## config.mk

```make
export PLATFORM = sky130hd
export DESIGN_NAME = fb_raster_port
export DESIGN_NICKNAME = d
export VERILOG_FILES = /design/src/source/fb_pkg.sv /design/src/source/fb_raster_port.sv
export SDC_FILE = /design/constraint.sdc
export NUM_CORES = 1
export LEC_CHECK = 0
export BUFFER_PORTS_ARGS = -buffer_cell sky130_fd_sc_hd__clkbuf_2
export CORE_MARGIN = 10
export CORE_UTILIZATION = 26
export DETAILED_ROUTE_END_ITERATION = 7
export PLACE_DENSITY = 0.8
export SLEW_MARGIN = 5
export SYNTH_ARGS = -nofsm -noshare
export SYNTH_HDL_FRONTEND = slang
export SYNTH_SLANG_ARGS = --single-unit
```

## constraint.sdc

```tcl
create_clock -name clk -period 1.7 [get_ports clk]
set_clock_uncertainty 0.2 [all_clocks]
set_input_delay 0.34 -clock clk [delete_from_list [all_inputs] [get_ports clk]]
set_output_delay 0.34 -clock clk [all_outputs]
set_load 0.005 [all_outputs]
```

## src/source/fb_pkg.sv

```systemverilog
`default_nettype none

package fb_pkg;

  // frame geometry
  localparam int h_res = 16;
  localparam int v_res = 12;
  localparam int fb_depth = h_res * v_res;

  // stored word is color over depth
  localparam int color_bits = 12;
  localparam int z_bits = 4;
  localparam int pixel_bits = color_bits + z_bits;

  typedef logic [$clog2(h_res)-1:0] col_t;
  typedef logic [$clog2(v_res)-1:0] row_t;
  typedef logic [$clog2(fb_depth)-1:0] fb_addr_t;
  typedef logic [pixel_bits-1:0] pixel_t;
  typedef logic bank_t;

  // gray coded so each step flips one bit
  typedef enum logic [1:0] {
    start_frame  = 2'b00,
    wait_req_low = 2'b01,
    wait_finish  = 2'b11,
    wait_swap    = 2'b10
  } swap_state_t;

  typedef struct packed {
    logic   cyc;
    logic   stb;
    logic   we;
    row_t   row;
    col_t   col;
    pixel_t wdata;
  } raster_wb_req_t;

  typedef struct packed {
    logic   ack;
    pixel_t rdata;
  } raster_wb_rsp_t;

  typedef struct packed {
    row_t row;
    col_t col;
  } disp_req_t;

  typedef struct packed {
    logic pools_empty;
    logic draw_start;
    logic draw_done;
    logic frame_req;
  } frame_evt_t;

  typedef struct packed {
    logic     en;
    fb_addr_t addr;
    pixel_t   data;
  } bank_wr_t;

  // row major linear address within one bank
  function automatic fb_addr_t lin_addr(row_t row, col_t col);
    return fb_addr_t'(row * h_res + col);
  endfunction

endpackage

`default_nettype wire

```

## src/source/fb_raster_port.sv

```systemverilog
`default_nettype none

module fb_raster_port (
  input  logic                   clk,
  input  logic                   rst_n,
  input  fb_pkg::raster_wb_req_t req,
  output fb_pkg::raster_wb_rsp_t rsp,
  input  fb_pkg::bank_t          draw_bank,
  output fb_pkg::bank_wr_t       wr0,
  output fb_pkg::bank_wr_t       wr1,
  output fb_pkg::fb_addr_t       rd_addr,
  input  fb_pkg::pixel_t         rd_data0,
  input  fb_pkg::pixel_t         rd_data1
);

  import fb_pkg::*;

  fb_addr_t addr;
  logic     ack_q;
  logic     req_new;
  bank_t    rd_bank_q;
  bank_wr_t wr_base;

  assign addr = lin_addr(req.row, req.col);

  // a request not yet acked, so back-to-back cycles get a gap
  assign req_new = req.cyc && req.stb && !ack_q;

  always_ff @(posedge clk) begin
    if (!rst_n) begin
      ack_q <= 1'b0;
    end else begin
      ack_q <= req_new;
    end
  end

  // write lands on the same edge that raises ack
  always_comb begin
    wr_base.en   = req_new && req.we;
    wr_base.addr = addr;
    wr_base.data = req.wdata;

    wr0    = wr_base;
    wr0.en = wr_base.en && (draw_bank == 1'b0);
    wr1    = wr_base;
    wr1.en = wr_base.en && (draw_bank == 1'b1);
  end

  // read address goes out every cycle, the top routes it to the drawing bank
  assign rd_addr = addr;

  // bank the read was issued to, lined up with the ram output
  always_ff @(posedge clk) begin
    rd_bank_q <= draw_bank;
  end

  assign rsp.ack   = ack_q;
  assign rsp.rdata = (rd_bank_q == 1'b1) ? rd_data1 : rd_data0;

  // ack only ever answers a request seen one cycle earlier
  ack_follows_req: assert property (
    @(posedge clk) disable iff (!rst_n)
      rsp.ack |-> $past(req.cyc && req.stb)
  );

endmodule

`default_nettype wire

```

# Word-level counts from Yosys, hierarchy flattened
# Index checks and enable logic that the tools add are counted.
# op_classes
n_addsub	1
mux	1
bitwise	1
reduce_logical	6
# ops
op	n
$mux 16	1
$add 8x4->8	1
$logic_and 1x1->1	5
$logic_not 1->1	1
$not 1->1	1
# word_totals
register_bits	2
inputBits	62
out_inout_bits	75
word_cells	11

# Depth between registers and ports, before layout
# depth
ltp_word	4
ltp_mapped	3
ltp_nobuf	2

# Worst setup path after synthesis
# Ideal clock, no wire load.
# synth_path
path_type	register -> output
startpoint	register rd_bank_q
endpoint	output port rsp[10] (netlist name)
arrival_ns	0.859
required_ns	1.160
setup_slack_ns	0.301
stages_incl_launch_ff	4
n_path_buf	2
cell_sequence	dfxtp_1 > buf_6 > buf_12 > mux2_4
# synth_rtl
item	line_no	rtl
from (decl)	fb_raster_port.sv:21	bank_t rd_bank_q;
from (signal assigned)	fb_raster_port.sv:54	rd_bank_q <= draw_bank;
to (decl)	fb_raster_port.sv:7	output fb_pkg::raster_wb_rsp_t rsp,

==> results.py <==
metrics = {
    "synth": {
        "synth_top_family_by_area": "buffers and inverters",
        "synth-seq-cells": 2,
        "synth_nets": 144,
        "avgSynthCellArea_um2": 9.109,
        "ys_types": 10,
        "synth_compound_area_frac": 0,
        "synthCells": 82,
        "synth-adder-area-share": 0,
        "synth_xor_area_frac": 0,
        "ys_warn_count": 0,
        "synth_area_um2": 747.0,
        "ys_seq_area_frac": 0.05360,
        "muxShareOfSynthArea": 0.2915,
        "synthSimpleGateAreaFrac": 0.03518,
    },
    "sta": {
        "rsz0062_at_grt": "true",
        "final_max_slew_viol_count": 0,
        "setup_viol": 1,
        "fin_crit_ns": 1.701,
        "hold_violations": 0,
        "tightest_slew_ns": 0.1105,
        "hold_ws_ns": 0.05618,
        "slew_headroom": 0.9259,
        "period_share": 1.001,
        "max_freq_ghz": 0.5878,
        "finalWorstSetupSlack_ns": -0.001261,
    },
    "finish": {
        "num-fill-cells": 304,
        "final_area_um2": 721.9,
        "drive_gt1_frac": 0.9286,
        "finalNonFillerCells": 115,
        "regArea_um2": 43.79,
        "multi_input_area_um2": 266.5,
        "area_growth_pct": -3.350,
        "antenna-diode-count": 0,
        "final_net_count": 148,
    },
    "grt": {
        "antenna_found_initial": 0,
        "gr-usage-all-layers": 0.07040,
        "grt_pass1_wl_mm": 2.842,
        "grt_overflow": 0,
        "grt_max_degree": 9,
        "grt_pass1_vias": 564,
    },
    "status": {
        "status": "complete, but fails checks",
        "failed_checks": "negative setup slack",
    },
    "setup_path": {
        "reg2reg_depth": 1,
        "cp-start-kind": "register",
        "cp-end-kind": "output pin",
        "critPathArrivalTime_ns": 1.16,
        "path_class": "reg -> out",
        "crit_fanout": 8,
        "cp.required_ns": 1.16,
    },
    "place": {
        "port_buffers": 56,
        "place_area_um2": 626.9,
        "gp_congestion": 0.7640,
        "pre_cts_slack_ns": 0.1923,
        "dp.cells": 111,
    },
    "drt": {
        "drt_wl_total_mm": 2.131,
        "ant_nets": 0,
        "vias": 496,
        "post_drt_wl_per_cell_um": 18.53,
        "avgViaCountPerCell": 4.313,
        "drcViolationCount": 0,
        "drt-pass1-iter-count": 2,
        "drt_iter0_markers": 5,
    },
    "clock_network": {
        "postCtsSetupRepairBufs": 0,
        "clk_latency_ns": 0.22,
        "cts_max_level": 1,
        "clk_pin_slew_ns": 0.03,
        "cts_inserted_buffers": 3,
        "cts_buffer_depth": 2,
        "ctsHoldBuffers": 0,
        "cts_root_buffer": "clkbuf_4",
        "clock-sinks": 2,
        "cts_tree": "done",
    },
    "floorplanning": {
        "die_area_um2": 5417,
        "core_um2": 2758,
        "dieHeight_um": 73.60,
        "row_count": 19,
        "die_w_um": 73.60,
        "start_util": 0.2709,
        "pin_count": 137,
    },
    "pwr": {
        "power.total_w": 0.0003240,
        "p_per_area_nw_per_um2": 448.8,
        "ir_drop_mv": 0.3192,
        "leakage_nw": 0.4404,
    },
    "min_path": {
        "hold_path_class": "in -> reg",
        "whs_path_depth": 1,
    },
    "run": {
        "maxCapViolCount": 0,
    },
}
==> area by class of cell <==
class	count	area share
clock buffer	3	0.03120
inverter	1	0.005199
multi-input combinational	20	0.3692
sequential	2	0.06066
tap	31	0.05373
timing repair buffer	58	0.4801
==> worst paths after layout <==
check	start	to	slack (ns)
setup reg to reg	ack_q	ack_q	0.86
hold / removal	draw_bank	rd_bank_q	0.06
hold reg to reg	ack_q	ack_q	0.37
setup / recovery	rd_bank_q	rsp[3]	-0.001
==> kinds of logic (layout without fill, tap and decap cells) <==
family	after synthesis	count (layout)
buffers and inverters	60	62
and+or+nand+nor	4	4
muxes	16	16
DFF	2	2
==> sequential cells by signal, indices dropped and copies added, names as in the netlist <==
name / cells
ack_q: 1
rd_bank_q: 1
==> repair_timing <==
action	4_1_cts	5_1_grt
cloned	1	0
resized for setup	9	4
setup endpoints to repair	16	16
==> through the flow <==
stage                TNS [ns]  utilization
global route          -0.5956       0.2618
CTS                  -0.08771       0.2550
floorplan                   0            -
detailed placement          0       0.2273
finish              -0.001261       0.2618
global placement            0       0.2273
==> critical path, stage by stage (launching register included) <==
cell,delay (ns)
dfxtp_4,0.37
buf_12,0.14
mux2_4,0.30
buf_6,0.12
==> cell usage after synthesis <==
library cell,count,share of area
buf_4,57,0.57
mux2_2,6,0.090
buf_12,1,0.027
and4b_1,1,0.013
dfxtp_1,2,0.054
nand4b_1,1,0.012
buf_6,1,0.015
mux2_4,10,0.20
inv_1,1,0.0050
nor2_1,2,0.010
==> metal layers <==
metal	vias up	global-route usage	wire, um
met3	11	0.06191	434
met5	-	0	0
li1	210	-	-
met1	214	0.05335	688
met2	61	0.1184	981
met4	0	0.03934	27
==> cell usage in the layout, fill, tap and decap left out <==
| cell | netlist | final |
|---|---|---|
| buf_12 | 1 | 1 |
| buf_16 | 0 | 1 |
| nor2_1 | 2 | 2 |
| clkbuf_4 | 0 | 3 |
| dfxtp_1 | 2 | 1 |
| buf_6 | 1 | 3 |
| and4b_1 | 1 | 1 |
| nand4b_1 | 1 | 1 |
| inv_1 | 1 | 1 |
| clkbuf_2 | 0 | 53 |
| mux2_4 | 10 | 16 |
| dfxtp_4 | 0 | 1 |
==> power by group <==
part	leakage, nW	internal, W	switching, W
clock network	0.0138	0.0000779	0.0000270
registers	0.0170	0.0000490	0.00000322
logic	0.410	0.000113	0.0000539
total	0.440	0.000240	0.0000841
Power figures use the tool's default switching activity.
