===== src/source/fb_pkg.sv =====
`default_nettype none

package fb_pkg;

  // frame geometry
  localparam int h_res = 16;
  localparam int v_res = 12;
  localparam int fb_depth = h_res * v_res;

  // stored word is color over depth
  localparam int color_bits = 12;
  localparam int z_bits = 4;
  localparam int pixel_bits = color_bits + z_bits;

  typedef logic [$clog2(h_res)-1:0] col_t;
  typedef logic [$clog2(v_res)-1:0] row_t;
  typedef logic [$clog2(fb_depth)-1:0] fb_addr_t;
  typedef logic [pixel_bits-1:0] pixel_t;
  typedef logic bank_t;

  // gray coded so each step flips one bit
  typedef enum logic [1:0] {
    start_frame  = 2'b00,
    wait_req_low = 2'b01,
    wait_finish  = 2'b11,
    wait_swap    = 2'b10
  } swap_state_t;

  typedef struct packed {
    logic   cyc;
    logic   stb;
    logic   we;
    row_t   row;
    col_t   col;
    pixel_t wdata;
  } raster_wb_req_t;

  typedef struct packed {
    logic   ack;
    pixel_t rdata;
  } raster_wb_rsp_t;

  typedef struct packed {
    row_t row;
    col_t col;
  } disp_req_t;

  typedef struct packed {
    logic pools_empty;
    logic draw_start;
    logic draw_done;
    logic frame_req;
  } frame_evt_t;

  typedef struct packed {
    logic     en;
    fb_addr_t addr;
    pixel_t   data;
  } bank_wr_t;

  // row major linear address within one bank
  function automatic fb_addr_t lin_addr(row_t row, col_t col);
    return fb_addr_t'(row * h_res + col);
  endfunction

endpackage

`default_nettype wire


===== src/source/fb_pixel_ram.sv =====
`default_nettype none

module fb_pixel_ram (
  input  logic             clk,
  input  fb_pkg::bank_wr_t wr,
  input  fb_pkg::fb_addr_t rd_addr,
  output fb_pkg::pixel_t   rd_data
);

  import fb_pkg::*;

  pixel_t mem [fb_depth];

  // write port, driven only for the drawing bank
  always_ff @(posedge clk) begin
    if (wr.en) begin
      mem[wr.addr] <= wr.data;
    end
  end

  // registered read returns the old word on a same-address write
  always_ff @(posedge clk) begin
    rd_data <= mem[rd_addr];
  end

  // row and column from the ports must land inside the frame
  wr_addr_in_range: assert property (
    @(posedge clk) wr.en |-> (int'(wr.addr) < fb_depth)
  );

endmodule

`default_nettype wire


===== config.mk =====
export PLATFORM = sky130hd
export DESIGN_NAME = fb_pixel_ram
export DESIGN_NICKNAME = d
export VERILOG_FILES = /design/src/source/fb_pkg.sv /design/src/source/fb_pixel_ram.sv
export SDC_FILE = /design/constraint.sdc
export NUM_CORES = 2
export LEC_CHECK = 0
export BUFFER_PORTS_ARGS = -buffer_cell sky130_fd_sc_hd__clkbuf_2
export CAP_MARGIN = 20
export CORE_ASPECT_RATIO = 1.75
export CORE_MARGIN = 4
export CORE_UTILIZATION = 35
export CTS_CLUSTER_SIZE = 14
export DETAILED_ROUTE_END_ITERATION = 6
export SLEW_MARGIN = 10
export SYNTH_ARGS = -nofsm -noshare
export SYNTH_HDL_FRONTEND = slang
export SYNTH_SLANG_ARGS = --single-unit

===== constraint.sdc =====
create_clock -name clk -period 4.45 [get_ports clk]
set_input_delay 0.445 -clock clk [delete_from_list [all_inputs] [get_ports clk]]
set_output_delay 0.445 -clock clk [all_outputs]
set_load 0.02 [all_outputs]

**Yosys cells after proc, flatten, opt, wreduce, memory -nomap -nowiden**

Memories as Yosys holds them, arrays and structs flattened. A register that Yosys moved wholly into a read port is not among the register bits.
Index checks and enable logic that the tools add are counted.

- Register bits after elaboration: 0
- Memory bits (writable): 3,072
- Input port bits: 34
- Output and inout port bits: 16
- Word-level logic and storage cells: 3
- Memories: 1

Memory list:

| memory | words | width | read ports | clocked after memory_dff | wr ports | line | text |
|---|---|---|---|---|---|---|---|
| mem | 192 | 16 | 1 | 1 | 1 | fb_pixel_ram.sv:12 | `pixel_t mem [fb_depth];` |

- Mux-type cells: 2

Operators by type and width:

| operator | count |
|---|---|
| $mux W1 | 2 |

**Logic depth before layout (Yosys ltp)**

- Depth after elaboration: 2
- Mapped depth: 11
- Depth with buffers taken out: 6

**Worst setup path after synthesis**

No wires, ideal clock.

- Kind: input port to flip-flop
- From: input rd_addr[0]
- To: register rd_data[15] (read register of mem)
- Library setup time: 132 ps
- Data arrival time: 2,517 ps
- Data required time: 4,318 ps
- Setup slack: 1,801 ps
- Stages on the path: 9
- Buffers on the path: 5
- Cells stage by stage: buf_2 buf_6 buf_6 buf_4 buf_2 mux4_2 mux2_2 a221oi_1 a31oi_1

RTL lines:

| item | line | text |
|---|---|---|
| start, declared | fb_pixel_ram.sv:6 | `input fb_pkg::fb_addr_t rd_addr,` |
| end, declared | fb_pixel_ram.sv:7 | `output fb_pkg::pixel_t rd_data` |

==> metrics list <==
- Result of the run: completed
- The share of total power dissipated in sequential elements is 0.563.
* CTS tree: yes
- The worst setup path is captured at a flip-flop.
- Final Core Density: 0.400
* Total Wirelength: 325 mm
- The count of cells in the finished layout, fillers not included, comes to 9947.
- Clock tree synthesis found a total of 3088 sinks.
* Final-layout fill cell count: around 29000
- Number of placed instances with taps included: 9541
* DRC violation count after routing: 0
- RSZ-0062 raised after global routing: false
- In this run the vertical extent of the chip is around 780 um.
* Register clock-pin slew on the reported worst setup and hold paths: around 60 ps
- Of all cell types, the one taking the most synthesized area is sky130_fd_sc_hd__edfxtp_1.
- Rel. slew slack: 0.198
- The first global-routing pass estimated ~450 mm of wire.
* Fraction of layout cells with a size suffix above 1: 0.325
* # H-tree levels: 5
* Count of final max-slew check failures: 0
- Min setup slack post-route: roughly 1600 ps
- STA classifies the critical path startpoint as a primary input.
- Pin count of the biggest net entering global routing: ~140
* Area growth, synth to finish: 13.7%
- Total routing usage reported by global routing: 0.186
- Clock insertion delay at the later pin of the skew report: 870 ps
* P_int: 44.9 mW
- Counting both buffers and inverters, the worst setup path holds a total of 4.
* DP Area: roughly 0.13 mm^2
- At the pin with the least slew margin, the transition time is between 1000 and 1500 ps.
- Across the run, the number of max-cap violations was 0.
- In this run the power spent charging and discharging nets is 12.2 mW.
- Fin nets: approximately 5500
* Final non-filler cell area: 0.134 mm^2
* Total clock buffers created by CTS: ~270
- The synthesized netlist contains 46 unique library cells.
* Period Utilization, post-route: 0.650
- Aggregate global routing overflow: 0
- Pwr Density: ~420 mW/mm^2
- Cell area after technology mapping: 0.118 mm^2
- Count of flip-flops with a built-in enable after synthesis: ~3000
- Setup total negative slack on the finished layout was measured at 0 ps.
* I/O Pins: 50
- The number of hold violations in the final report was 0.
- Post-route minimum period: approximately 2900 ps
- Count of buffers inserted at the top-level ports: 49
- The floorplan has about 280 rows.
- Category of cells accounting for the largest share of critical-path delay: buffers and inverters
- The worst hold path belongs to the class primary input to flip-flop.
* Number of vias per cell: 5.53
* Vias in the first global route: 57056
- Derived from the worst setup path, the maximum achievable clock frequency is between 0.3 and 0.4 GHz.
* Initial DRC Count: 6296
* Lkg Pwr: about 41 nW
- After synthesis, the most frequently instantiated cells are 3072 x sky130_fd_sc_hd__edfxtp_1, 886 x sky130_fd_sc_hd__mux4_2, 206 x sky130_fd_sc_hd__nor2_1.
- Of the total power, the share spent switching nets is 0.213.
- The die covers between 0.3 and 0.4 mm^2.
- Register Area: 0.0926 mm^2
* Total setup violations reported at the end of the flow: 0
* Initial standard-cell utilization of the core: 0.351
* Cells after synthesis: 4937
- The number of nets in the synthesized netlist is 4971.
- Critical path cell sequence: buf_12 -> buf_12 -> buf_4 -> buf_4 -> mux4_2 -> mux2i_1 -> a22oi_1 -> nand3_1 -> nor3_1 -> and3_1
- The multi-input combinational cells in the finished layout cover a total of around 0.025 mm^2.
* Cell type of the slowest stage on the worst timing path: sky130_fd_sc_hd__nor3_1
- The routed layout has 55053 vias.
* Global placement routability congestion: approximately 0.84
- The share of synthesized area in the top cell type comes to 0.780.
* Final worst clock skew: about 56 ps
- Final ANT Viol Nets: 0
- Top flip-flop cell by instance count after synthesis: sky130_fd_sc_hd__edfxtp_1
- Among all cell types in the netlist, the one instantiated most often is sky130_fd_sc_hd__edfxtp_1.
- The initial antenna violation count was 13.
- Of the total power, combinational logic draws 0.054.
* Post-synthesis area per instance: ~24 um^2
- Maximum fanout along the worst path: 40
* Share of synthesized area occupied by flip-flops and latches: 0.783
- CTS placed an instance of sky130_fd_sc_hd__clkbuf_16 at the clock tree root.
- Measured along the x axis, the die boundary spans roughly 450 um.
* Post-cts gate resize count: 0
* Core region area: roughly 0.34 mm^2
- In the post-synthesis netlist, the biggest area contributors are sky130_fd_sc_hd__edfxtp_1 78%, sky130_fd_sc_hd__mux4_2 17%, sky130_fd_sc_hd__mux2i_1 0.82%.
* Detailed Place HPWL: approximately 210 mm
- Synthesis-stage register bit count: a little over 3000
- The critical path in this run is classified as primary input to flip-flop.
- For this run, asynchronously set or reset flops after synthesis account for 0.
- Synthesis warning total: 0
- Clock share of power: 0.383
- VDD sags by at most 0.313 mV.
* Total power draw: approximately 57 mW
- The longest clock path from root to sink contains 4 buffers.
- At the worst endpoint, the required time is roughly 5300 ps.
- Delay contributed by the slowest stage of the critical path: 540 ps
* Data arrival time of the critical path: roughly 3700 ps
* Wire per inst: between 30 and 40 um
* Pre-CTS worst setup slack: 598 ps
- Count of TritonRoute iterations in the first routing pass: 6
- Hold is met by roughly 47 ps.
-- per-layer routing --
layer	vias to the layer above	routed length, um	GRT usage	part of all wire
met5	-	13	0	0.000040
met2	2281	174000	0.337	0.54
met4	2	22400	0.106	0.069
met1	30163	110000	0.210	0.34
met3	576	17900	0.0206	0.055
li1	22031	-	-	-
-- area by class of cell --
type                            count  share of cell area
Inverter                            4            0.000112
Antenna cell                        9            0.000167
Timing Repair Buffer              466              0.0309
Tap cell                         4402              0.0410
Sequential cell                  3088               0.688
Clock inverter                     53             0.00328
Multi-Input combinational cell   1583               0.182
Clock buffer                      342              0.0541
-- placed cells by master (no fill, tap or decap), types with 21 or more instances in the layout --
| master | n |
|---|---|
| sky130_fd_sc_hd__a22oi_1 | 43 |
| sky130_fd_sc_hd__buf_12 | 50 |
| sky130_fd_sc_hd__buf_4 | 366 |
| sky130_fd_sc_hd__clkbuf_1 | 58 |
| sky130_fd_sc_hd__clkbuf_16 | 280 |
| sky130_fd_sc_hd__clkbuf_2 | 28 |
| sky130_fd_sc_hd__clkinv_1 | 24 |
| sky130_fd_sc_hd__edfxtp_1 | 3072 |
| sky130_fd_sc_hd__mux2_2 | 42 |
| sky130_fd_sc_hd__mux2i_1 | 97 |
| sky130_fd_sc_hd__mux4_2 | 886 |
| sky130_fd_sc_hd__nand2_1 | 71 |
| sky130_fd_sc_hd__nand3_1 | 54 |
| sky130_fd_sc_hd__nor2_1 | 116 |
| sky130_fd_sc_hd__nor2_2 | 90 |
| sky130_fd_sc_hd__nor2b_1 | 21 |
-- power by group through the flow --
stage / Combinational [mW] / Sequential (mW) / Clock, mW
after floorplan: 1.52 / 32.7 / 0
after global placement: 3.08 / 32.8 / 0
after detailed placement: 3.13 / 32.8 / 0
after CTS: 3.13 / 32.1 / 22.3
after global routing: 3.20 / 32.1 / 23.4
final: 3.08 / 32.1 / 21.9
-- logic make-up after synthesis --
group,count (synthesis),synth area share
compound gates,137,0.00849
buf+inv,266,0.0120
simple gates,421,0.0158
mux,1025,0.181
flops,3088,0.783
-- sequential cells by signal (all words and copies together) (netlist names) --
name / count
mem: 3072
rd_data: 16
-- final timing paths --
kind | startpoint | to | slack (ps) | cells past startpoint
worst min register to register | mem[170][3]$_DFFE_PP_ | rd_data[3]$_DFF_P_ | 990 | 5
worst max register to register | mem[67][3]$_DFFE_PP_ | rd_data[3]$_DFF_P_ | 1600 | 7
worst max-delay path | rd_addr[0] | rd_data[4]$_DFF_P_ | 1560 | 10
worst min-delay path | wr[6] | mem[37][6]$_DFFE_PP_ | 50 | 1
-- worst reg2reg max path, delay by kind of cell (launching register included) --
kind	cells	cell delay, ps
buffers and inverters	1	270
flip-flops	1	370
multiplexers	2	1010
AO/OA/AOI/OAI	4	1050
-- what timing repair did --
action / 4_1_cts / 5_1_grt
hold buffers: 1 / 0
buffers inserted: 0 / 0
hold endpoints to repair: 4 / 0
Power figures use the tool's default switching activity.
