**src/source/fb_pkg.sv**
```systemverilog
`default_nettype none

package fb_pkg;

  // frame geometry
  localparam int h_res = 16;
  localparam int v_res = 12;
  localparam int fb_depth = h_res * v_res;

  // stored word is color over depth
  localparam int color_bits = 12;
  localparam int z_bits = 4;
  localparam int pixel_bits = color_bits + z_bits;

  typedef logic [$clog2(h_res)-1:0] col_t;
  typedef logic [$clog2(v_res)-1:0] row_t;
  typedef logic [$clog2(fb_depth)-1:0] fb_addr_t;
  typedef logic [pixel_bits-1:0] pixel_t;
  typedef logic bank_t;

  // gray coded so each step flips one bit
  typedef enum logic [1:0] {
    start_frame  = 2'b00,
    wait_req_low = 2'b01,
    wait_finish  = 2'b11,
    wait_swap    = 2'b10
  } swap_state_t;

  typedef struct packed {
    logic   cyc;
    logic   stb;
    logic   we;
    row_t   row;
    col_t   col;
    pixel_t wdata;
  } raster_wb_req_t;

  typedef struct packed {
    logic   ack;
    pixel_t rdata;
  } raster_wb_rsp_t;

  typedef struct packed {
    row_t row;
    col_t col;
  } disp_req_t;

  typedef struct packed {
    logic pools_empty;
    logic draw_start;
    logic draw_done;
    logic frame_req;
  } frame_evt_t;

  typedef struct packed {
    logic     en;
    fb_addr_t addr;
    pixel_t   data;
  } bank_wr_t;

  // row major linear address within one bank
  function automatic fb_addr_t lin_addr(row_t row, col_t col);
    return fb_addr_t'(row * h_res + col);
  endfunction

endpackage

`default_nettype wire

```
**src/source/fb_swap_ctrl.sv**
```systemverilog
`default_nettype none

module fb_swap_ctrl (
  input  logic               clk,
  input  logic               rst_n,
  input  fb_pkg::frame_evt_t frame_evt,
  output logic               new_frame,
  output fb_pkg::bank_t      draw_bank
);

  import fb_pkg::*;

  swap_state_t state;
  logic        start_latch;
  logic        finish_latch;
  logic        start_clr;
  logic        finish_clr;

  // rasterizer has begun drawing the frame that was just offered
  always_ff @(posedge clk) begin
    if (!rst_n) begin
      start_latch <= 1'b0;
    end else if (start_clr) begin
      start_latch <= 1'b0;
    end else if (new_frame && frame_evt.draw_start) begin
      start_latch <= 1'b1;
    end
  end

  // nothing left to draw and the rasterizer reports done
  always_ff @(posedge clk) begin
    if (!rst_n) begin
      finish_latch <= 1'b0;
    end else if (finish_clr) begin
      finish_latch <= 1'b0;
    end else if (frame_evt.pools_empty && frame_evt.draw_done) begin
      finish_latch <= 1'b1;
    end
  end

  always_ff @(posedge clk) begin
    if (!rst_n) begin
      state      <= start_frame;
      draw_bank  <= 1'b0;
      new_frame  <= 1'b0;
      start_clr  <= 1'b0;
      finish_clr <= 1'b0;
    end else begin
      // one-cycle strobes unless a state below raises them
      new_frame  <= 1'b0;
      start_clr  <= 1'b0;
      finish_clr <= 1'b0;

      case (state)
        // offer a fresh frame until drawing starts
        start_frame: begin
          new_frame  <= 1'b1;
          finish_clr <= 1'b1;
          if (start_latch) begin
            state <= wait_req_low;
          end
        end

        // a request still high from the last swap must not swap again
        wait_req_low: begin
          if (!frame_evt.frame_req) begin
            state <= wait_finish;
          end
        end

        wait_finish: begin
          if (finish_latch) begin
            start_clr <= 1'b1;
            state     <= wait_swap;
          end
        end

        // finished frame is held until the display asks for it
        wait_swap: begin
          if (frame_evt.frame_req) begin
            draw_bank <= ~draw_bank;
            state     <= start_frame;
          end
        end

        default: begin
          state <= start_frame;
        end
      endcase
    end
  end

  state_legal: assert property (
    @(posedge clk) disable iff (!rst_n)
      state inside {start_frame, wait_req_low, wait_finish, wait_swap}
  );

endmodule

`default_nettype wire

```
**config.mk**
```make
export PLATFORM = sky130hd
export DESIGN_NAME = fb_swap_ctrl
export DESIGN_NICKNAME = d
export VERILOG_FILES = /design/src/source/fb_pkg.sv /design/src/source/fb_swap_ctrl.sv
export SDC_FILE = /design/constraint.sdc
export NUM_CORES = 1
export LEC_CHECK = 0
export BUFFER_PORTS_ARGS = -buffer_cell sky130_fd_sc_hd__buf_2
export CORE_AREA = 3 3 40 42
export CTS_CLUSTER_DIAMETER = 150
export DETAILED_ROUTE_END_ITERATION = 12
export DIE_AREA = 0 0 43 45
export PLACE_DENSITY = 0.35
export SETUP_SLACK_MARGIN = 0.05
export SLEW_MARGIN = 10
export SYNTH_ARGS = -nofsm -noshare
export SYNTH_HDL_FRONTEND = slang
export SYNTH_SLANG_ARGS = --single-unit
```
**constraint.sdc**
```tcl
create_clock -name clk -period 1.16 [get_ports clk]
set_input_delay 0.232 -clock clk [delete_from_list [all_inputs] [get_ports clk]]
set_output_delay 0.232 -clock clk [all_outputs]
set_load 0.02 [all_outputs]
```
After elaboration in Yosys (flattened, before gate mapping). Cells that the tools add are included.

Output and inout port bits: 2. Logic and storage cells: 30. Register bits after elaboration: 7. Bits of input ports: 6.

Reduce and logical (&&, ||, !) cells: 8. Equal/unequal tests: 7. Bitwise logic cells: 2. Multiplexer cells: 7.

Operator list (count): $mux W2 (4); $ne A2 B2 Y1 const B (4); $pmux W2 S4 (1); $eq A2 B2 Y1 const B (2); $reduce_and A2 Y1 (2); $reduce_and A4 Y1 (1); $reduce_or A2 Y1 (2); $eq A2 B1 Y1 const B (1); $logic_and A1 B1 Y1 (2); $logic_not A2 Y1 (1); $mux W1 (2); $not A1 Y1 (2).

Longest topological paths before layout.
Depth after elaboration: 3. Depth in mapped cells: 3. Gate-level depth less buffers: 3.

Worst setup path before layout. No wires, ideal clock.

Path kind: register -> register. From: register state[0]. To: register state[1]. Buffers on the path: 0. Slack: 0.249 ns. Data required time: 1.045 ns. Arrival time: 0.796 ns. Cell stages (with the launch flop): 3. Period minus slack after synthesis: 0.911 ns. Library setup time: 0.115 ns. Cell sequence: dfxtp_1 > maj3_1 > and2_1.

Longest elaborated chain between the ends: 3. Elaborated cells on any way between the ends: 10. Classes of those cells: eq/ne: 7; mux: 1; reduce/logical: 2.

RTL lines: from (decl) (line fb_swap_ctrl.sv:13) `swap_state_t state;`; from (signal assigned) (line fb_swap_ctrl.sv:43) `state <= start_frame;`; from (signal assigned) (line fb_swap_ctrl.sv:60) `state <= wait_req_low;`; from (signal assigned) (line fb_swap_ctrl.sv:67) `state <= wait_finish;`; $eq A2 B2 Y1 (tied with other cells) (line fb_swap_ctrl.sv:54) `case (state)`; $ne A2 B2 Y1 (no source line); $reduce_and A4 Y1 (no source line).

Several ways; a longest one is shown, not always the timed one. A chain may end at the register's enable or synchronous reset.

==> impl_metrics.csv <==
group,metric,value,unit
status,status,"finished, final reports clean",
yosys,netlist_area,246,um^2
yosys,ys_seq_area_share,56.9,%
floorplanning,ioPinCount,8,
place,gp_congestion,0.672,
critical_path,critPathArrivalTime,0.77,ns
floorplanning,die_w,43,um
critical_path,cp_max_fo,3,
min_path,hold_path.class,"input pin to flip-flop",
pwr,ir_drop,764,uV
floorplanning,initial_core_util,19.2,%
cells_and_area,area_growth,32.5,%
routing,ant_nets,0,
pwr,power_density,1610,mW/mm^2
grt,grt_pass1_wl,710,um
grt,overflow,0,
timing,hold_viol,0,
timing,clock-skew-final,0.00302,ns
cts,clockBufferDepth,2,
routing,vias,201,
critical_path,reg2reg_setup_slack,0.19,ns
critical_path,crit_chain,"buf_2",
min_path,hold_end,"start_clr$_SDFF_PN0_",
timing,holdWs,0.263,ns
floorplanning,die_area,0.00194,mm^2
cells_and_area,nets,43,
yosys,syn_nets,31,
cells_and_area,n_fill_cell,139,
routing,routed_wl,464,um
floorplanning,coreArea,0.00128,mm^2
job,cap_violations,0,
pwr,intPower,409,uW
yosys,synthCells,25,
pwr,p_leak,0.000134,uW
timing,tightest_slew,0.187,ns
cts,cts_setup_buffers,0,
timing,finalCritPeriodShare,86.1,%
cells_and_area,layout_common_cells,"7 x dfxtp_1, 7 x buf_2",
cts,cts_sinks,7,
critical_path,required,0.93,ns
critical_path,cp-end-kind,"output pin",
timing,drv_slew,0,
critical_path,slowest_delay,0.35,ns
routing,routedWlPerCell,9.10,um
cts,cts_resized,0,
timing,slew_headroom,87.5,%
floorplanning,die_h,45,um
critical_path,r2r_cells,2,
cells_and_area,layout-drive-gt1-share,30.6,%
critical_path,r2r-start,"state[0]$_SDFFE_PN0P_",
timing,maxClockFrequency,1000,MHz
routing,drt_first_iter_violations,0,
timing,finalSetupTns,0,ns
grt,grt_pass1_vias,171,
cts,path_clk_slew,0.05,ns
pwr,seqPwrFrac,50.6,%
grt,antenna_found_initial,0,
yosys,yosys_warnings,0,
min_path,min_from,"rst_n",
yosys,ys_seq_elements,7,
cells_and_area,antenna_cells,0,
yosys,synth_cell_type_count,13,
routing,firstDrtPassIters,1,
grt,track_usage,5.86,%
min_path,whs_path_depth,3,
cts,cts_hold_buf,0,
pwr,p_clk_share,41.2,%
yosys,synth_area_per_cell,9.86,um^2
cts,cts_tree,"built",
routing,viasPerCell,3.94,
cts,clock_latency,0.25,ns
place,io_buffer_count,7,
pwr,combinationalPowerShare,8.3,%
critical_path,crit_slowest_cell,"dfxtp_1",
cts,h-tree-depth,1,
grt,grt_max_degree,8,
critical_path,worstSetupPathType,"flip-flop to output pin",
critical_path,start_kind,"flip-flop",
critical_path,cp_top_family,"flip-flops",
timing,finalSetupViolCount,0,
pwr,switchingPower,117,uW
floorplanning,rows,13,
timing,fin_crit,0.999,ns
pwr,sw_frac_of_total,22.2,%
cts,cts-root-buf,"clkbuf_4",
critical_path,critPathBufInv,1,
timing,rsz0062_at_grt,"false",
cts,cts_buffers,3,
routing,drcViolationCount,0,
critical_path,r2r-end,"state[1]$_SDFFE_PN0P_",
-- power groups by stage --
stage / logic, uW / clock network, uW / registers (uW)
floorplan: 21.0 / 0 / 273
global placement: 44.0 / 0 / 270
detailed placement: 44.2 / 0 / 271
CTS: 44.7 / 229 / 266
global route: 49.0 / 242 / 267
finish: 43.5 / 216 / 266
-- registers in the layout, summed over array words and instances (netlist names) --
signal and cells:
finish_clr 1, start_latch 1, finish_latch 1, start_clr 1
draw_bank 1, state 2
-- synthesized netlist by cell type (all sizes together) --
| library cell | number | area (um^2) |
|---|---|---|
| a21boi | 1 | 7.51 |
| nor3b | 3 | 22.5 |
| dfxtp | 7 | 140 |
| a21oi | 3 | 15.0 |
| nand2 | 3 | 11.3 |
| nor2 | 1 | 3.75 |
| maj3 | 1 | 10.0 |
| or3 | 1 | 6.26 |
| inv | 1 | 3.75 |
| and2b | 1 | 8.76 |
| and2 | 1 | 6.26 |
| o21ai | 1 | 5.00 |
| nor2b | 1 | 6.26 |
-- per-layer routing --
| layer | vias up | wire length, um | track usage, % |
|---|---|---|---|
| li1 | 106 | - | - |
| met1 | 85 | 216 | 6.60 |
| met2 | 10 | 174 | 6.29 |
| met3 | 0 | 73 | 7.57 |
| met4 | 0 | 0 | 1.81 |
| met5 | - | 0 | 0 |
-- area by class of cell --
type | count | area [um^2] | area share (%)
Sequential cell | 7 | 140 | 42.9
Clock buffer | 4 | 26.3 | 8.05
Inverter | 1 | 3.75 | 1.15
Tap cell | 15 | 18.8 | 5.75
Multi-Input combinational cell | 17 | 103 | 31.4
Timing Repair Buffer | 7 | 35.0 | 10.7
-- worst max-delay path by stage --
stage,from,endpoint,slack [ns],depth (start not counted)
after floorplan,state[0]$_SDFFE_PN0P_,state[1]$_SDFFE_PN0P_,0.25,2
after global placement,frame_evt[0],state[1]$_SDFFE_PN0P_,0.20,4
after detailed placement,state[1]$_SDFFE_PN0P_,draw_bank$_SDFFE_PN0P_,0.18,3
after CTS,finish_clr$_SDFF_PN0_,new_frame,0.14,1
after global routing,state[1]$_SDFFE_PN0P_,draw_bank$_SDFFE_PN0P_,0.11,3
final,finish_clr$_SDFF_PN0_,new_frame,0.16,1
-- kinds of logic after synthesis --
kind of cell	after synthesis	synth area share (%)
buffers and inverters	1	1.52
adders and majority gates	1	4.06
DFF	7	56.9
AOI/OAI and AO/OA	5	11.2
and+or+nand+nor	11	26.4
-- worst reg2reg max path, cell delays in order, from the launching register on --
cell and delay, ns:
dfxtp_1 0.35, maj3_1 0.36, and2_1 0.16
-- metrics by stage --
step	area (um^2)	setup WS [ns]	instances	util, %	total power (uW)
3_3_place_gp	300	0.202	47	23.4	314
6_report	327	0.161	51	25.4	526
4_1_cts	327	0.142	51	25.4	540
2_1_floorplan	246	0.249	25	-	294
3_5_place_dp	300	0.184	47	23.4	316
5_1_grt	327	0.112	51	25.4	558
Note: power is estimated with default switching activity, not from simulation.
