--- src/source/fb_pkg.sv ---
`default_nettype none

package fb_pkg;

  // frame geometry
  localparam int h_res = 16;
  localparam int v_res = 12;
  localparam int fb_depth = h_res * v_res;

  // stored word is color over depth
  localparam int color_bits = 12;
  localparam int z_bits = 4;
  localparam int pixel_bits = color_bits + z_bits;

  typedef logic [$clog2(h_res)-1:0] col_t;
  typedef logic [$clog2(v_res)-1:0] row_t;
  typedef logic [$clog2(fb_depth)-1:0] fb_addr_t;
  typedef logic [pixel_bits-1:0] pixel_t;
  typedef logic bank_t;

  // gray coded so each step flips one bit
  typedef enum logic [1:0] {
    start_frame  = 2'b00,
    wait_req_low = 2'b01,
    wait_finish  = 2'b11,
    wait_swap    = 2'b10
  } swap_state_t;

  typedef struct packed {
    logic   cyc;
    logic   stb;
    logic   we;
    row_t   row;
    col_t   col;
    pixel_t wdata;
  } raster_wb_req_t;

  typedef struct packed {
    logic   ack;
    pixel_t rdata;
  } raster_wb_rsp_t;

  typedef struct packed {
    row_t row;
    col_t col;
  } disp_req_t;

  typedef struct packed {
    logic pools_empty;
    logic draw_start;
    logic draw_done;
    logic frame_req;
  } frame_evt_t;

  typedef struct packed {
    logic     en;
    fb_addr_t addr;
    pixel_t   data;
  } bank_wr_t;

  // row major linear address within one bank
  function automatic fb_addr_t lin_addr(row_t row, col_t col);
    return fb_addr_t'(row * h_res + col);
  endfunction

endpackage

`default_nettype wire

--- src/source/fb_display_port.sv ---
`default_nettype none

module fb_display_port (
  input  logic              clk,
  input  logic              rst_n,
  input  fb_pkg::disp_req_t req,
  input  fb_pkg::bank_t     draw_bank,
  output fb_pkg::fb_addr_t  rd_addr,
  input  fb_pkg::pixel_t    rd_data0,
  input  fb_pkg::pixel_t    rd_data1,
  output fb_pkg::pixel_t    pixel
);

  import fb_pkg::*;

  fb_addr_t addr_q;
  bank_t    vis_q;
  bank_t    vis_qq;

  // first stage, address register
  always_ff @(posedge clk) begin
    addr_q <= lin_addr(req.row, req.col);
  end

  // visible bank travels with the address, then with the ram read
  always_ff @(posedge clk) begin
    if (!rst_n) begin
      vis_q  <= 1'b1;
      vis_qq <= 1'b1;
    end else begin
      vis_q  <= ~draw_bank;
      vis_qq <= vis_q;
    end
  end

  assign rd_addr = addr_q;

  // second stage output straight from the ram that was read
  assign pixel = (vis_qq == 1'b1) ? rd_data1 : rd_data0;

endmodule

`default_nettype wire

--- config.mk ---
export PLATFORM = sky130hd
export DESIGN_NAME = fb_display_port
export DESIGN_NICKNAME = d
export VERILOG_FILES = /design/src/source/fb_pkg.sv /design/src/source/fb_display_port.sv
export SDC_FILE = /design/constraint.sdc
export NUM_CORES = 1
export LEC_CHECK = 0
export BUFFER_PORTS_ARGS = -buffer_cell sky130_fd_sc_hd__buf_2
export CORE_ASPECT_RATIO = 0.9
export CORE_UTILIZATION = 30
export DETAILED_ROUTE_END_ITERATION = 16
export HOLD_SLACK_MARGIN = 0.08
export PLACE_DENSITY = 0.83
export SETUP_SLACK_MARGIN = 0.15
export SLEW_MARGIN = 20
export SYNTH_ARGS = -nofsm -noshare
export SYNTH_HDL_FRONTEND = slang
export SYNTH_SLANG_ARGS = --single-unit
--- constraint.sdc ---
create_clock -name clk -period 2.5 [get_ports clk]
set_input_delay 0.25 -clock clk [delete_from_list [all_inputs] [get_ports clk]]
set_output_delay 0.25 -clock clk [all_outputs]
set_load 0.03 [all_outputs]
# --- Yosys cells after proc, flatten, opt, wreduce, memory -nomap -nowiden ---
# Cells that the tools add are included.
word_totals:
  out_inout_bits: 24
  mem_count: 0
  ram_bits: 0
  register_bits: 10
  romBits: 0
  latchBits: 0
classes:
  n_reduce_logical: 0
  add_sub_neg: 1
  bitwise_logic: 1
  magnitude_cmp: 0
  mul: 0
  n_div: 0
  muxes: 1
  shift: 0
  n_eq_ne: 0
op_table:
  columns: ["cell", "n"]
  rows:
  - ["16-bit two-way mux", 1]
  - ["8-bit by 4-bit adder with 8-bit output", 1]
  - ["1-bit inverter", 1]

# --- Logic depth before layout (Yosys ltp) ---
# Gate-level depths: netlist (run 1).
logic_depth:
  word_depth: 1
  mapped_depth: 3
  mapped_depth_nobuf: 1

# --- Worst setup path before layout (run 1) ---
# No wires, ideal clock.
synth_timing:
  path_kind: "reg-to-output"
  from: "register vis_qq"
  to: "output port pixel[10]"
  path_stages_with_launch: 4
  arrival_time_ps: 910
  path_buffers: 2
  path_slack_ps: 1340
  path_cell_list: "dfxtp_1 buf_6 buf_12 mux2_4"
synth_via:
  elab_chain_len: 1
synth_lines:
  columns: ["element", "line_no", "source"]
  rows:
  - ["from (decl)", "fb_display_port.sv:18", "bank_t vis_qq;"]
  - ["from (signal assigned)", "fb_display_port.sv:32", "vis_qq <= vis_q;"]
  - ["16-bit two-way mux", "fb_display_port.sv:39", "assign pixel = (vis_qq == 1'b1) ? rd_data1 : rd_data0;"]
  - ["to (decl)", "fb_display_port.sv:11", "output fb_pkg::pixel_t pixel"]
# Every way passes these cells.

# --- Worst setup path in the final report (run 1) ---
layout_timing:
  from: "register vis_qq"
  to: "output port pixel[15]"
# The elaborated chain is that of the path after synthesis.

==> results of run 1 <==
## path summary, 6_finish.rpt
kind	depth (start not counted)	slack (ns)	from	end
max	2	0.56	vis_qq	pixel[15]
min	1	0.09	req[1]	rd_addr[1]
min reg2reg	1	0.42	vis_q	vis_qq
max reg2reg	1	1.98	vis_q	vis_qq
## placed cells by master (no fill, tap or decap)
master and instances:
buf_2 66, clkbuf_4 3, clkbuf_8 1, dfxtp_1 10
dlygate4sd3_1 6, mux2_2 6, mux2_4 10, nand2_1 1
nand2b_1 1
## cell type report
cell class	count	area share
flip-flops and latches	10	0.229
well taps	15	0.0215
multi-input cells	18	0.261
repair buffers	72	0.447
clock buffers	4	0.0415
## layer usage
| layer | wire (um) | share of wire |
|---|---|---|
| met1 | 414 | 0.34 |
| met2 | 644 | 0.54 |
| met3 | 145 | 0.12 |
| met5 | 0 | 0 |
| met4 | 0 | 0 |
## what timing repair did
action                    in CTS  in global routing
hold buffers                   2                  4
resized for setup              0                  0
hold endpoints to repair       2                  4
## sequential cells by signal, indices dropped and copies added, names as in the netlist
| name | flops |
|---|---|
| rd_addr | 8 |
| vis_q | 1 |
| vis_qq | 1 |
## report_power, final
group | internal [mW] | leakage [nW] | switching [mW]
sequential | 0.168 | 0.0841 | 0.00610
combinational | 0.0691 | 0.407 | 0.0741
clock | 0.0883 | 0.0210 | 0.0510
total | 0.325 | 0.512 | 0.131
## logic make-up (layout without fill, tap and decap cells)
family                 Yosys count  in the layout  synth area share
multiplexers                    16             16             0.474
buffers and inverters            2             76            0.0681
flip-flops                      10             10             0.436
AND/OR/NAND/NOR                  2              2            0.0218
## cells in the mapped netlist
| cell | number | share of area |
|---|---|---|
| buf_6 | 1 | 0.025 |
| buf_12 | 1 | 0.044 |
| dfxtp_1 | 10 | 0.44 |
| mux2_2 | 6 | 0.15 |
| mux2_4 | 10 | 0.33 |
| nand2b_1 | 1 | 0.014 |
| nand2_1 | 1 | 0.0082 |
## metrics by stage
| step | util | hold WS, ns | std cells | area, sq um | power, mW |
|---|---|---|---|---|---|
| 2_1_floorplan | - | 0.278 | 30 | 459 | 0.263 |
| 3_3_place_gp | 0.543 | 0.354 | 109 | 777 | 0.311 |
| 3_5_place_dp | 0.543 | 0.354 | 109 | 777 | 0.314 |
| 4_1_cts | 0.582 | 0.0812 | 115 | 833 | 0.458 |
| 5_1_grt | 0.610 | 0.0704 | 119 | 873 | 0.482 |
| 6_report | 0.610 | 0.0901 | 119 | 873 | 0.456 |
==> results by stage, run 1 <==
Timing:
- The number of pins with negative max-slew slack in the final report came to 0.
- The hold violation count in the final report is 0.
- The slew at the pin closest to its max-slew limit is 0.809 ns.
- Setup violations remaining at the end of the flow were counted as 0.
- The final worst setup slack is 0.562 ns.
- Headroom to the max-slew limit came out at 0.460.
- Summed over all failing endpoints, the final setup total negative slack is 0 ns.
- The post-layout minimum cycle time is 1.94 ns.
- Setup repair after global routing left no endpoint under its margin.
- Based on the critical path, the design can be clocked at up to 516 MHz.
- Clock skew on the completed layout was measured at 0.0000174 ns.
- Of the available clock period, the critical path in the final layout requires 0.775.

CTS:
- The clock latency on the worst-skew pair is 0.26 ns.
- Clock-pin slew was measured on the worst setup and hold paths at 0.06 ns.
- The cell at the root of the clock tree is clkbuf_4.
- TritonCTS built the clock tree.
- In this run the deepest clock path goes through 2 buffers.
- The count of buffers added by post-CTS timing repair for setup is 0.
- The number of sinks handled by clock tree synthesis is 10.
- CTS built an H-tree with a depth of 1.
- The number of clock buffers added by TritonCTS is 3.

Placement:
- Routability-driven placement finished with a final weighted congestion of 0.686.
- The setup slack after placement is 0.839 ns.
- Input and output buffers added on the ports amount to 66.

Global routing:
- For met3 alone, demand over resource in global routing was 0.0421.
- Summed over all layers, the global routing overflow is 0.
- The number of global-route vias before repair is 340.
- The global routing usage summed across all routing layers is 0.122.
- In the global route stage, met2 resource usage came out at 0.220.
- The fraction of met1 tracks used by global routing is 0.107.
- After global routing, the most crowded layer is met2.
- Entering global routing, the biggest net connects 17 pins.
- The first-pass GRT wire length is 1420 um.
- The initial antenna violation count was 0.

Power:
- The worst-case IR drop observed on VDD is 0.369 mV.
- The total power divided by cell area is 523 nW/um^2.
- In this run the static leakage power is 0.512 nW.

Critical path:
- The number of buffers and inverters on the critical path is 1.
- STA puts the critical path data required time at 2.25 ns.
- STA classifies the critical path startpoint as a flip-flop.
- The critical path in this run is classified as flip-flop to output pin.
- The worst path arrival time is 1.69 ns.
- STA classifies the critical path endpoint as an output pin.
- In this design, the stage delay of the slowest critical-path cell is 0.85 ns.
- The critical path's slowest cell is dfxtp_1.
- The kind of cell with the highest combined delay along the critical path is flip-flops.
- The signal on the critical path passes through mux2_2, buf_2.
- The critical-path maximum fanout is 16.

Hold path:
- The min-delay analysis places its worst path in the category input port to flip-flop.

Synthesis:
- The count of warnings emitted by yosys is 0.
- The synthesized netlist occupies a cell area of 459 sq um.
- The sequential cell area fraction in the yosys report is 0.436.
- The number of distinct library cells after synthesis is 7.
- In this run, synthesis produced a sequential element count of 10.
- The net count after synthesis is 73.
- After technology mapping, the gate count stands at 30.
- The synthesized area divided by synthesized cell count is 15.3 sq um.

Routing:
- Using the TritonRoute via totals, the vias-per-cell ratio works out to 4.23.
- The starting DRC count in detailed routing is 1.
- The number of nets still failing antenna checks after routing is 0.
- The count of TritonRoute iterations in the first routing pass is 2.
- For this block, the via count after detailed routing is 503.
- The final wirelength is 1200 um.
- The number of design rule violations left after detail routing is 0.
- The wire length per cell is 10.1 um.

Die:
- The die covers 1690 sq um.
- The floorplan step defined a core boundary enclosing 1430 sq um.
- The die is 43.2 um wide.
- The top-level I/O count is 67.
- The initial utilization of the core area, before any placement, comes to 0.321.
- The vertical extent of the die is 39.1 um.
- Row generation in the floorplan step produced 13 rows.

Cells and area:
- The net count reported at finish is 148.
- Summing all flip-flop and latch instances after layout gives 200 sq um.
- The number of fill cells in the layout is 124.
- The growth of design area from synthesis to finish is 90.2%.
- The number of antenna diodes in the final layout is 0.
- Summing all multi-input logic gate instances after layout gives 228 sq um.
- The share of layout cells above drive strength 1 is 0.827.

Outcome:
- The flow ran to the end, and the final reports show no timing, DRC or antenna violations.

Job:
- Max-cap violations in this run came to 0.
(Power assumes the default switching activity.)
==> inputs of run 2 (changes only) <==
- CORE_UTILIZATION: 30 -> 25
- PLACE_DENSITY: 0.83 -> 0.74
- clock period: 2.5 -> 1.6 ns (I/O delays scaled with it)
==> run 2 against run 1 <==
Against the previous run: combinational power is 79% higher; sequential cell count unchanged; sequential power increased by 52%; clock-buffer cell count decreased by 1; via count is 7.6% higher.
==> results by stage, run 2 (synthesis results as in run 1) <==
Outcome:
- The flow ran to the end, and the final reports show no timing, DRC or antenna violations.

Cells and area:
- The final antenna diode count is 0 (unchanged).
- The flip-flop count of the largest register after layout is 8 (unchanged).
- The most common cell after layout, fill and taps aside is buf_2.
- The share of layout cells above drive strength 1 is 0.800 (-0.0269).
- The final cell count without fillers is 134 (+13%).
- Compared with the post-synthesis result, the final layout area differs by 116%.
- The net count reported at finish came to 155 (+4.7%).
- The library cells used most frequently in the layout, excluding fill and tap cells, are 58 x buf_2, 11 x dlygate4sd3_1, 10 x mux2_4.

Global routing:
- The total congestion overflow is 0 (unchanged).
- The pin count of the biggest net entering global routing is 17 (unchanged).
- The first-pass GRT wire length is 1480 um (+3.9%).
- The number of global-route vias before repair is 429 (+26%).
- The global routing usage summed across all routing layers is 0.109 (-0.0123).
- The initial antenna violation count is 0 (unchanged).

Hold path:
- The path class of the tightest hold or removal check is flip-flop to flip-flop.
- The launch instance of the worst min-delay path is vis_q.

Timing:
- The slew at the pin closest to its max-slew limit came to 0.160 ns (-0.649 ns).
- The post-route clock skew is 0.000201 ns (+0.000184 ns).
- The post-route setup TNS came to 0 ns (unchanged).
- The hold violation count in the final report came to 0 (unchanged).
- Setup repair after global routing could not meet its margin everywhere.
- The number of pins with negative max-slew slack in the final report was 0 (unchanged).
- Of the available clock period, the critical path in the final layout requires 0.879.
- For this run, the top clock speed supported by timing is 711 MHz.
- The worst slew slack as a fraction of its limit was 0.894 (+0.434).
- The setup violation total in the final timing report was 0 (unchanged).
- For the finished layout, the period the worst path requires is 1.41 ns.

Power:
- The cell leakage power is 0.555 nW (+8.5%).
- The total power divided by cell area is 685 nW/um^2 (+31%).
- The peak supply drop was 0.485 mV (+31%).

CTS:
- The count of buffers added by post-CTS timing repair for setup is 0 (unchanged).
- The clock latency on the worst-skew pair is 0.25 ns (about the same).
- The buffer depth of the longest clock path is 2 (unchanged).
- The clock input transition at the sequential cells of the worst setup and hold paths is 0.06 ns (about the same).
- The number of levels the H-tree was split into was 1 (unchanged).
- The CTS buffer count is 3 (unchanged).
- The number of sinks handled by clock tree synthesis is 10 (unchanged).
- The cell at the root of the clock tree is clkbuf_4.
- The clock tree from TritonCTS is built.

Critical path:
- The critical path required time is 1.44 ns (-0.81 ns).
- The critical-path maximum fanout is 8 (-8).
- The reg-to-reg critical path startpoint is vis_q.
- The launch point of the critical path is vis_qq.
- The worst path arrival time came to 1.25 ns (-0.44 ns).
- The critical path is of the flip-flop to output pin type.
- The worst setup path is captured at an output pin.
- STA classifies the critical path startpoint as a flip-flop.

Routing:
- The count of TritonRoute iterations in the first routing pass is 2 (unchanged).
- The mean number of vias per cell came to 4.04 (-4.5%).
- The wire length per cell was 9.58 um (-5.2%).
- The detailed-route via count is 541 (+7.6%).
- The number of nets still failing antenna checks after routing is 0 (unchanged).
- The starting DRC count in detailed routing came to 2 (+1).
- The final wirelength is 1280 um (+6.7%).
- The number of design rule violations left after detail routing came to 0 (unchanged).

Placement:
- The wire-length estimate of the detail-placed layout is 972 um.
- The total instance count after detailed placement was 119 (+9.2%).
- The port buffer count is 66 (unchanged).
- The routability congestion estimate came to 0.631 (-8.0%).

Die:
- The initial core utilization is 0.270 (-0.0506).
- The overall die area was 2010 sq um (+19%).
- The cell row count was 14 (+1).
- The horizontal die dimension is 47.2 um (+9.1%).
- The core outline area was 1700 sq um (+19%).
- The top-level I/O count is 67 (unchanged).
- The vertical extent of the die is 42.7 um (+9.1%).

Job:
- The total of max-cap violations is 0 (unchanged).
## run 2: cell types whose count changed in the layout (fill, tap and decap cells not counted)
cell / delta
buf_12: +1
dfxtp_1: -1
dfxtp_4: +1
buf_4: +8
clkbuf_8: -1
clkbuf_16: +1
buf_2: -8
dlygate4sd3_1: +5
## run 2: cell type report
class                   instances  area, sq um
clock buffers                   3         22.5
fillers                       135          709
multi-input cells              18          228
flip-flops and latches         10          204
well taps                      24         30.0
repair buffers                 79          505
## run 2: layer usage
metal,routed length [um],global-route usage
met1,455,0.0792
met2,662,0.206
met3,142,0.0298
met5,0,0
met4,23,0.103
## run 2: repair_timing
item,in CTS,in global routing
gates cloned,0,1
endpoints found under the setup margin,16,16
hold buffers,11,0
endpoints found under the hold margin,10,0
gates resized for setup,3,18
## run 2: where the power goes
group / switching (mW) / leakage (nW) / internal (mW)
combinational: 0.124 / 0.457 / 0.131
sequential: 0.00404 / 0.0841 / 0.261
clock: 0.0712 / 0.0138 / 0.0860
total: 0.200 / 0.555 / 0.479
## run 2: worst max-delay path: stages (launching register included)
cell and delay [ns]:
dfxtp_4 0.37, buf_12 0.12, mux2_2 0.33, buf_4 0.17
## run 2: worst paths after layout
kind / to / slack (ns) / cells past startpoint
worst max register to register: vis_qq / 1.08 / 1
worst max-delay path: pixel[0] / 0.19 / 3
worst min-delay path: vis_qq / 0.41 / 1
worst min register to register: vis_qq / 0.41 / 1
## run 2: through the flow
step	power, mW	utilization	area, sq um	setup WS (ns)	hold WS [ns]
5_1_grt	0.715	0.582	990	0.153	0.437
6_report	0.678	0.582	990	0.194	0.413
2_1_floorplan	0.412	-	459	0.530	0.188
3_3_place_gp	0.487	0.468	796	0.378	0.263
4_1_cts	0.676	0.554	941	0.131	0.420
3_5_place_dp	0.491	0.468	796	0.356	0.264
